==> config.mk <==
export PLATFORM = sky130hd
export DESIGN_NAME = fpVecMul
export DESIGN_NICKNAME = d
export VERILOG_FILES = /design/src/rtl/fpMulPkg.sv /design/src/rtl/fpMulLane.sv /design/src/rtl/fpRoundPack.sv /design/src/rtl/fpVecMul.sv /design/src/rtl/operandGather.sv /design/src/rtl/resultSerializer.sv
export VERILOG_INCLUDE_DIRS = /design/src /design/src/include
export SDC_FILE = /design/constraint.sdc
export NUM_CORES = 2
export LEC_CHECK = 0
export ABC_AREA = 1
export ABC_CLOCK_PERIOD_IN_PS = 6900
export BUFFER_PORTS_ARGS = -buffer_cell sky130_fd_sc_hd__buf_2
export CORE_ASPECT_RATIO = 0.5
export CORE_UTILIZATION = 50
export CTS_CLUSTER_DIAMETER = 200
export CTS_CLUSTER_SIZE = 28
export DETAILED_ROUTE_END_ITERATION = 10
export GPL_TIMING_DRIVEN = 0
export PLACE_DENSITY = 0.63
export SLEW_MARGIN = 20
export SYNTH_ARGS = -nofsm -noshare
export SYNTH_HDL_FRONTEND = slang
export SYNTH_SLANG_ARGS = --single-unit
==> constraint.sdc <==
create_clock -name clk -period 6.9 [get_ports clk]
set_input_delay 0.345 -clock clk [delete_from_list [all_inputs] [get_ports clk]]
set_output_delay 0.345 -clock clk [all_outputs]
set_load 0.02 [all_outputs]
==> src/include/fpMul_consts.svh <==
`ifndef FPMUL_CONSTS_SVH
`define FPMUL_CONSTS_SVH

// Half precision field layout
`define FP_EXP 5      // Exponent bits
`define FP_FRAC 10    // Stored fraction bits
`define FP_WIDTH 16   // Sign + exponent + fraction

// Exponent bias for 5 exponent bits
`define FP_BIAS 15

// Number of parallel multiplier lanes in one row
`define VEC_LANES 8

// Canonical quiet NaN returned for every invalid operation
// Positive sign, all-ones exponent, top fraction bit set
`define FP_QNAN 16'h7E00

`endif

==> src/rtl/fpMulPkg.sv <==
`include "fpMul_consts.svh"

package fpMulPkg;

	// One half precision number, sign in the MSB
	typedef struct packed {
		logic sign;
		logic [`FP_EXP-1:0] exp;
		logic [`FP_FRAC-1:0] frac;
	} fpHalf;

	// Operand pair as it arrives on the input strobe
	typedef struct packed {
		fpHalf a;
		fpHalf b;
	} opPair;

	// Exception flags, one bit each
	typedef struct packed {
		logic invalid;    // NaN in, or inf times zero
		logic infIn;      // Infinity operand, valid result
		logic overflow;   // Rounded result too big
		logic underflow;  // Result flushed to zero
		logic inexact;    // Some product bit was dropped
	} fpFlags;

	// Product plus its flags
	typedef struct packed {
		fpHalf prod;
		fpFlags flags;
	} mulResult;

	// Operand class after the prepare stage
	typedef enum logic [1:0] {
		kindNormal,
		kindZero,
		kindInf,
		kindNan
	} specialKind;

	// Normalize stage to round stage
	typedef struct packed {
		logic sign;
		logic signed [`FP_EXP+1:0] exp;  // Result exponent, one bias removed
		logic [`FP_FRAC:0] mant;         // Leading one in the MSB
		logic guard;
		logic round;
		logic sticky;
		specialKind kind;
		logic invalid;
	} roundIn;

endpackage

==> src/rtl/fpMulLane.sv <==
`timescale 1ns/1ps
`include "fpMul_consts.svh"

module fpMulLane (
	input  logic clk,
	input  logic rst,
	input  logic inValid,
	input  fpMulPkg::opPair pair,
	output logic outValid,                // 5 cycles after inValid
	output fpMulPkg::mulResult res
);
	import fpMulPkg::*;

	localparam int MANT_W = `FP_FRAC + 1;   // Significand with hidden one
	localparam int PROD_W = 2 * MANT_W;     // Full product width
	localparam int EXP_W = `FP_EXP + 2;     // Signed exponent, room for over/underflow

	// Prepare -> execute
	typedef struct packed {
		logic sign;
		specialKind kind;
		logic invalid;
		logic [`FP_EXP-1:0] expA;
		logic [`FP_EXP-1:0] expB;
		logic [MANT_W-1:0] mantA;
		logic [MANT_W-1:0] mantB;
	} prepStage;

	// Execute -> normalize
	typedef struct packed {
		logic sign;
		specialKind kind;
		logic invalid;
		logic [`FP_EXP:0] expSum;       // Still carries two biases
		logic [PROD_W-1:0] prod;
	} execStage;

	// Operand classes
	logic aNan;
	logic bNan;
	logic aInf;
	logic bInf;
	logic aZero;
	logic bZero;

	prepStage prepNext;
	execStage execNext;
	roundIn normNext;
	logic [PROD_W-1:0] normProd;      // Product with leading one in the MSB
	logic prodTop;                    // Product in [2,4)

	// Stage registers and their valids
	prepStage s1;
	execStage s2;
	roundIn s3;
	logic v1;
	logic v2;
	logic v3;

	// Stage 1, prepare
	assign aNan = (&pair.a.exp) && (|pair.a.frac);
	assign bNan = (&pair.b.exp) && (|pair.b.frac);
	assign aInf = (&pair.a.exp) && !(|pair.a.frac);
	assign bInf = (&pair.b.exp) && !(|pair.b.frac);
	assign aZero = !(|pair.a.exp);    // Subnormals treated as zero
	assign bZero = !(|pair.b.exp);

	always_comb begin
		prepNext.sign = pair.a.sign ^ pair.b.sign;
		prepNext.invalid = aNan | bNan | (aInf & bZero) | (bInf & aZero);
		// Priority NaN, inf, zero
		if (prepNext.invalid)
			prepNext.kind = kindNan;
		else if (aInf | bInf)
			prepNext.kind = kindInf;
		else if (aZero | bZero)
			prepNext.kind = kindZero;
		else
			prepNext.kind = kindNormal;
		prepNext.expA = pair.a.exp;
		prepNext.expB = pair.b.exp;
		prepNext.mantA = {1'b1, pair.a.frac};   // Hidden bit
		prepNext.mantB = {1'b1, pair.b.frac};
	end

	// Stage 2, execute
	always_comb begin
		execNext.sign = s1.sign;
		execNext.kind = s1.kind;
		execNext.invalid = s1.invalid;
		execNext.expSum = s1.expA + s1.expB;
		execNext.prod = s1.mantA * s1.mantB;   // 11x11 unsigned
	end

	// Stage 3, normalize
	assign prodTop = s2.prod[PROD_W-1];
	// Shift left once when the product is below 2
	assign normProd = prodTop ? s2.prod : {s2.prod[PROD_W-2:0], 1'b0};

	always_comb begin
		normNext.sign = s2.sign;
		normNext.kind = s2.kind;
		normNext.invalid = s2.invalid;
		// Drop one bias, add one when the product carried into bit 21
		normNext.exp = EXP_W'(s2.expSum) - EXP_W'(`FP_BIAS) + EXP_W'(prodTop);
		normNext.mant = normProd[PROD_W-1 -: MANT_W];
		normNext.guard = normProd[PROD_W-1-MANT_W];
		normNext.round = normProd[PROD_W-2-MANT_W];
		normNext.sticky = |normProd[PROD_W-3-MANT_W:0];   // OR of the rest
	end

	// Valid chain, control only
	always_ff @(posedge clk) begin
		if (rst) begin
			v1 <= 1'b0;
			v2 <= 1'b0;
			v3 <= 1'b0;
		end else begin
			v1 <= inValid;
			v2 <= v1;
			v3 <= v2;
		end
	end

	// Payload pipeline
	always_ff @(posedge clk) begin
		s1 <= prepNext;
		s2 <= execNext;
		s3 <= normNext;
	end

	// Stages 4 and 5, round and pack
	fpRoundPack roundPack (
		.clk(clk),
		.rst(rst),
		.inValid(v3),
		.rin(s3),
		.outValid(outValid),
		.res(res)
	);

	// Normal operands always give a normalized significand
	assert property (@(posedge clk) disable iff (rst)
		(v3 && s3.kind == kindNormal) |-> s3.mant[MANT_W-1])
		else $error("fpMulLane mantissa lost its leading one");

endmodule

==> src/rtl/fpRoundPack.sv <==
`timescale 1ns/1ps
`include "fpMul_consts.svh"

module fpRoundPack (
	input  logic clk,
	input  logic rst,
	input  logic inValid,
	input  fpMulPkg::roundIn rin,
	output logic outValid,
	output fpMulPkg::mulResult res      // Lane output register
);
	import fpMulPkg::*;

	localparam int MANT_W = `FP_FRAC + 1;
	localparam int EXP_W = `FP_EXP + 2;
	localparam int EXP_MAX = (1 << `FP_EXP) - 1;   // All-ones exponent, inf
	localparam logic [`FP_WIDTH-1:0] QNAN = `FP_QNAN;

	// Round -> pack
	typedef struct packed {
		logic sign;
		specialKind kind;
		logic invalid;
		logic signed [EXP_W-1:0] exp;
		logic [`FP_FRAC-1:0] frac;
		logic inexact;
	} roundStage;

	roundStage rndNext;
	roundStage r4;
	logic v4;
	logic roundUp;
	logic [MANT_W:0] mantSum;     // Extra bit catches the rounding carry
	mulResult packNext;

	// Stage 4, nearest-even
	always_comb begin
		roundUp = rin.guard & (rin.round | rin.sticky | rin.mant[0]);   // Ties go to even
		mantSum = {1'b0, rin.mant} + roundUp;
		rndNext.sign = rin.sign;
		rndNext.kind = rin.kind;
		rndNext.invalid = rin.invalid;
		rndNext.inexact = rin.guard | rin.round | rin.sticky;
		if (mantSum[MANT_W]) begin
			rndNext.frac = mantSum[MANT_W-1:1];   // 1.111.. rounded to 10.000..
			rndNext.exp = rin.exp + EXP_W'(1);
		end else begin
			rndNext.frac = mantSum[`FP_FRAC-1:0];
			rndNext.exp = rin.exp;
		end
	end

	// Stage 5, special encodings and range checks
	always_comb begin
		packNext.flags = '0;
		packNext.flags.invalid = r4.invalid;
		packNext.prod.sign = r4.sign;
		packNext.prod.exp = r4.exp[`FP_EXP-1:0];
		packNext.prod.frac = r4.frac;
		case (r4.kind)
			kindNan: packNext.prod = QNAN;   // Sign of the NaN is fixed
			kindInf: begin
				packNext.prod.exp = '1;
				packNext.prod.frac = '0;
				packNext.flags.infIn = 1'b1;
			end
			kindZero: begin
				packNext.prod.exp = '0;   // Signed zero
				packNext.prod.frac = '0;
			end
			default: begin
				packNext.flags.inexact = r4.inexact;
				if (r4.exp >= EXP_MAX) begin
					packNext.prod.exp = '1;   // Saturate to inf
					packNext.prod.frac = '0;
					packNext.flags.overflow = 1'b1;
					packNext.flags.inexact = 1'b1;
				end else if (r4.exp < 1) begin
					packNext.prod.exp = '0;   // Flush to zero
					packNext.prod.frac = '0;
					packNext.flags.underflow = 1'b1;
					packNext.flags.inexact = 1'b1;
				end
			end
		endcase
	end

	always_ff @(posedge clk) begin
		if (rst) begin
			v4 <= 1'b0;
			outValid <= 1'b0;
		end else begin
			v4 <= inValid;
			outValid <= v4;
		end
	end

	always_ff @(posedge clk) begin
		r4 <= rndNext;
		res <= packNext;
	end

endmodule

==> src/rtl/fpVecMul.sv <==
`timescale 1ns/1ps
`include "fpMul_consts.svh"

module fpVecMul (
	input  logic clk,
	input  logic rst,
	input  logic inValid,                 // One pair per strobe
	input  fpMulPkg::opPair inPair,
	output logic outValid,                // 7 cycles after the row's last pair
	output fpMulPkg::mulResult outRes
);
	import fpMulPkg::*;

	// Gather -> lanes
	logic rowValid;
	opPair rowPairs [0:`VEC_LANES-1];

	// Lanes -> serializer
	logic [`VEC_LANES-1:0] laneValid;
	mulResult laneRes [0:`VEC_LANES-1];

	operandGather gather (
		.clk(clk),
		.rst(rst),
		.inValid(inValid),
		.inPair(inPair),
		.rowValid(rowValid),
		.rowPairs(rowPairs)
	);

	// Identical lanes, all fed by the same row pulse
	for (genvar i = 0; i < `VEC_LANES; i++) begin : genLane
		fpMulLane lane (
			.clk(clk),
			.rst(rst),
			.inValid(rowValid),
			.pair(rowPairs[i]),
			.outValid(laneValid[i]),
			.res(laneRes[i])
		);
	end

	// Lanes run in lockstep so lane 0 speaks for the row
	resultSerializer serializer (
		.clk(clk),
		.rst(rst),
		.loadValid(laneValid[0]),
		.rowRes(laneRes),
		.outValid(outValid),
		.outRes(outRes)
	);

endmodule

==> src/rtl/operandGather.sv <==
`timescale 1ns/1ps
`include "fpMul_consts.svh"

module operandGather (
	input  logic clk,
	input  logic rst,
	input  logic inValid,                                 // One pair per strobe
	input  fpMulPkg::opPair inPair,
	output logic rowValid,                                // Pulse when a row is full
	output fpMulPkg::opPair rowPairs [0:`VEC_LANES-1]    // Held until overwritten
);

	localparam int SLOT_W = $clog2(`VEC_LANES);
	localparam logic [SLOT_W-1:0] LAST = SLOT_W'(`VEC_LANES - 1);

	logic [SLOT_W-1:0] slot;   // Next slot to write
	logic lastSlot;            // Current strobe completes the row

	assign lastSlot = (slot == LAST);

	// Slot counter and row pulse
	always_ff @(posedge clk) begin
		if (rst) begin
			slot <= '0;
			rowValid <= 1'b0;
		end else begin
			rowValid <= inValid && lastSlot;   // High the cycle after the last pair
			if (inValid) begin
				if (lastSlot)
					slot <= '0;   // Wrap for next row
				else
					slot <= slot + 1'b1;
			end
		end
	end

	// Row storage
	// Lanes sample the row on the edge after rowValid, so the first
	// pair of the next row can land in slot 0 on that same edge
	always_ff @(posedge clk) begin
		if (inValid)
			rowPairs[slot] <= inPair;
	end

	// Counter stays inside the row
	assert property (@(posedge clk) disable iff (rst)
		slot <= LAST)
		else $error("operandGather slot counter out of range");

endmodule

==> src/rtl/resultSerializer.sv <==
`timescale 1ns/1ps
`include "fpMul_consts.svh"

module resultSerializer (
	input  logic clk,
	input  logic rst,
	input  logic loadValid,                                // Row of lane results ready
	input  fpMulPkg::mulResult rowRes [0:`VEC_LANES-1],
	output logic outValid,
	output fpMulPkg::mulResult outRes                     // One element per cycle
);
	import fpMulPkg::*;

	localparam int IDX_W = $clog2(`VEC_LANES);
	localparam logic [IDX_W-1:0] LAST = IDX_W'(`VEC_LANES - 1);

	mulResult hold [0:`VEC_LANES-1];   // Captured row
	logic [IDX_W-1:0] left;            // Elements after the current one
	logic [IDX_W-1:0] idx;             // Element being presented

	// Element index counts up as left counts down
	assign idx = LAST - left;

	// Capture the whole row on load
	always_ff @(posedge clk) begin
		if (loadValid)
			hold <= rowRes;
	end

	// Drain control
	always_ff @(posedge clk) begin
		if (rst) begin
			outValid <= 1'b0;
			left <= '0;
		end else if (loadValid) begin
			outValid <= 1'b1;      // Element 0 next cycle
			left <= LAST;
		end else if (left != '0) begin
			outValid <= 1'b1;
			left <= left - 1'b1;
		end else begin
			outValid <= 1'b0;      // Row done
		end
	end

	// Output mux straight from the holding register
	assign outRes = hold[idx];

	// Without back-pressure a new row must not land mid-drain
	assert property (@(posedge clk) disable iff (rst)
		loadValid |-> (left == '0))
		else $error("resultSerializer loaded while still draining");

endmodule

==> impl_metrics.csv <==
group,metric,value,unit
status,outcome,"complete, no violations",
sta,hold_ws,0.1554,ns
setup_path,worst_ep_required_time,7.50,ns
power_and_ir_drop,p_total,22.97,mW
placement,dp_hpwl,138800,um
yosys,synthMuxAreaShare,0,%
global_routing,grt_use_met2,34.08,%
setup_path,reg2reg_slack,1.79,ns
yosys,seq_area_frac_synth,43.19,%
hold_path,min_path_type,"in -> reg",
yosys,ys_types,44,
yosys,postSynthAreaPerCell,9.174,um2
sta,report.final.slew_viol_count,0,
sta,max_slew_margin,28.81,%
power_and_ir_drop,vdd_drop_max,0.2517,mV
floorplanning,num_io_pins,57,
flow_run,cap_viol_max_count,0,
setup_path,cp_common_cell,"nand2_1",
power_and_ir_drop,leakagePower,43.49,nW
global_routing,grt_pass1_wl,281200,um
yosys,synth_nets,9951,
yosys,synthAdderAreaFrac,25.23,%
clock_tree,cts_root_buf,"clkbuf_16",
layout,nets,10080,
floorplanning,die_area,161300,um2
sta,skew,0.03288,ns
floorplanning,fp.dieH,284.5,um
yosys,synth_xor_xnor_area_share,2.624,%
setup_path,critPathTopFamily,"adder cells",
sta,tightest_slew,1.068,ns
placement,gp_congestion,0.9040,
yosys,ys.flop_type,"dfxtp_1",
clock_tree,cts_made_buffers,59,
drt,drc,0,
sta,rsz0062_at_grt,"false",
layout,layout_commonest_cell,"nand2_1",
yosys,synthSimpleGateAreaFrac,15.62,%
floorplanning,rows,103,
global_routing,grt_max_degree,52,
clock_tree,h-tree-depth,2,
setup_path,crit_path_start_kind,"register",
placement,place_inst,10860,
clock_tree,cts.clk_slew.worst_paths,0.11,ns
setup_path,worstPathArrival,5.71,ns
drt,ant_nets,0,
yosys,synth_top_family_by_area,"adder cells",
clock_tree,cts.sinks,1509,
setup_path,worstSetupEndpointType,"register",
setup_path,slowest_stage,"fa_1",
sta,fin_crit_sh,74.06,%
global_routing,grt-busiest-layer,"met2",
clock_tree,cts_tree,"built",
power_and_ir_drop,powerDensity,270.8,nW/um2
drt,drt-initial-drc-count,3841,
yosys,yosys_warnings,0,
drt,num_vias,53170,
setup_path,crit_type,"reg -> reg",
setup_path,slowest_delay,0.55,ns
layout,postLayoutCoreUtil,53.64,%
global_routing,first_global_vias,50790,
setup_path,critPathMaxFanout,10,
setup_path,cp_cell_sequence,"clkbuf_1, nand2_1, fa_1, inv_1, fa_1, fa_1, fa_1, inv_1, fa_1, inv_1, ha_1, nand2_1, inv_1, a21oi_1, nand3_1, nand2_1, nand2_1, nand2_1, nand2_1",
sta,finalSetupViolCount,0,
setup_path,startpoint,"genLane[3].lane.s1[17]",
yosys,ys_ff_latch,1509,
placement,dpl_cell_area,83000,um2
yosys,async_reset_ff_share,0,%
global_routing,overflow,0,
setup_path,worstReg2RegStart,"genLane[3].lane.s1[17]",
floorplanning,start_util,50.45,%
layout,drive_gt1_share,2.119,%
clock_tree,clock_latency,0.71,ns
layout,layout_common_cells,"nand2_1 (2001), inv_1 (1934), dfxtp_1 (1084)",
global_routing,met1_usage,33.98,%
sta,hold_viol_final,0,
yosys,synth_top_area_share,27.23,%
yosys,synth_edf_count,424,
placement,port_buffers,55,
sta,finalCriticalPeriod,5.110,ns
floorplanning,die-width,566.9,um
drt,wire_per_inst,16.35,um
yosys,netlist_area,79780,um2
sta,max_freq,195.7,MHz
yosys,synth_top_cell_by_area,"dfxtp_1",
global_routing,grt_util_all_layers,22.50,%
drt,wl,179900,um
global_routing,antenna_found_initial,29,
yosys,synth_compound_area_share,3.187,%
layout,final_cells,11000,
setup_path,cp_num_buf_inv,5,
clock_tree,clock_path_buffers,3,
hold_path,min-delay-start,"rst",
yosys,synthTopCellsByArea,"dfxtp_1 (27%), fa_1 (16%), edfxtp_1 (16%)",
sta,setup_tns,0,ns
drt,drtPass1Iterations,5,
layout,stdcell_area,84820,um2
placement,detailedPlace.worstSlack,1.769,ns
global_routing,grt_use_met3,3.446,%
layout,syn_to_final_growth,6.314,%
drt,viasPerCell,4.832,
sta,finalWorstSetupSlack,1.790,ns
yosys,syn_inst,8696,
floorplanning,core_area,158100,um2
-- metal layers --
| metal | share of wire (%) | up-vias |
|---|---|---|
| li1 | - | 26460 |
| met1 | 48 | 25120 |
| met2 | 42 | 1382 |
| met3 | 7.6 | 206 |
| met4 | 2.4 | 0 |
| met5 | 0 | - |
-- final cells by class --
cell class / instances / area (um2)
Antenna cell: 30 / 75.07
Buffer: 214 / 818.3
Clock buffer: 108 / 1703
Clock inverter: 1 / 5.005
Fill cell: 14420 / 73310
Inverter: 1940 / 7283
Multi-Input combinational cell: 5033 / 37280
Sequential cell: 1509 / 34460
Tap cell: 2100 / 2628
Timing Repair Buffer: 69 / 563.0
-- Yosys cell counts (77+ instances only) --
cell / count
nand2_1: 2001
inv_1: 1934
dfxtp_1: 1085
fa_1: 648
nor2_1: 580
ha_1: 572
edfxtp_1: 424
nand3_1: 322
o21ai_0: 221
clkbuf_1: 201
a21oi_1: 192
xor2_1: 162
xnor2_1: 77
-- cell families after synthesis --
group                      after synthesis
adders and majority gates             1220
buffers and inverters                 2154
DFF                                   1509
xor gates and xnor gates               239
and+or+nand+nor                       3088
AOI/OAI and AO/OA                      486
-- registers in the layout (all words and copies together) (netlist names), 3 cells and up --
register / flops
genLane.lane.s2: 216
genLane.lane.s1: 240
genLane.lane.roundPack.packNext: 8
genLane.lane.prodTop: 8
gather.rowPairs: 256
genLane.lane.roundPack.res: 168
genLane.lane.normNext: 32
gather.slot: 3
genLane.lane.s3: 200
genLane.lane.roundPack.r4: 168
genLane.lane.execNext: 32
serializer.hold: 168
serializer.left: 3
-- final timing paths --
path,to,cells past startpoint
max,genLane[3].lane.s2[20],19
min,genLane[0].lane.roundPack.v4,2
max reg2reg,genLane[3].lane.s2[20],19
min reg2reg,genLane[4].lane.roundPack.res[4],0
-- repair_timing --
action	CTS	global route
resized for setup	0	0
endpoints found under the hold margin	7	0
buffers inserted	0	0
hold buffers	3	0
-- where the power goes --
group	switching [mW]	internal, mW	total (mW)
Clock	2.64	1.69	4.33
Combinational	4.95	2.74	7.68
Sequential	0.603	10.4	11.0
Power figures use the tool's default switching activity.
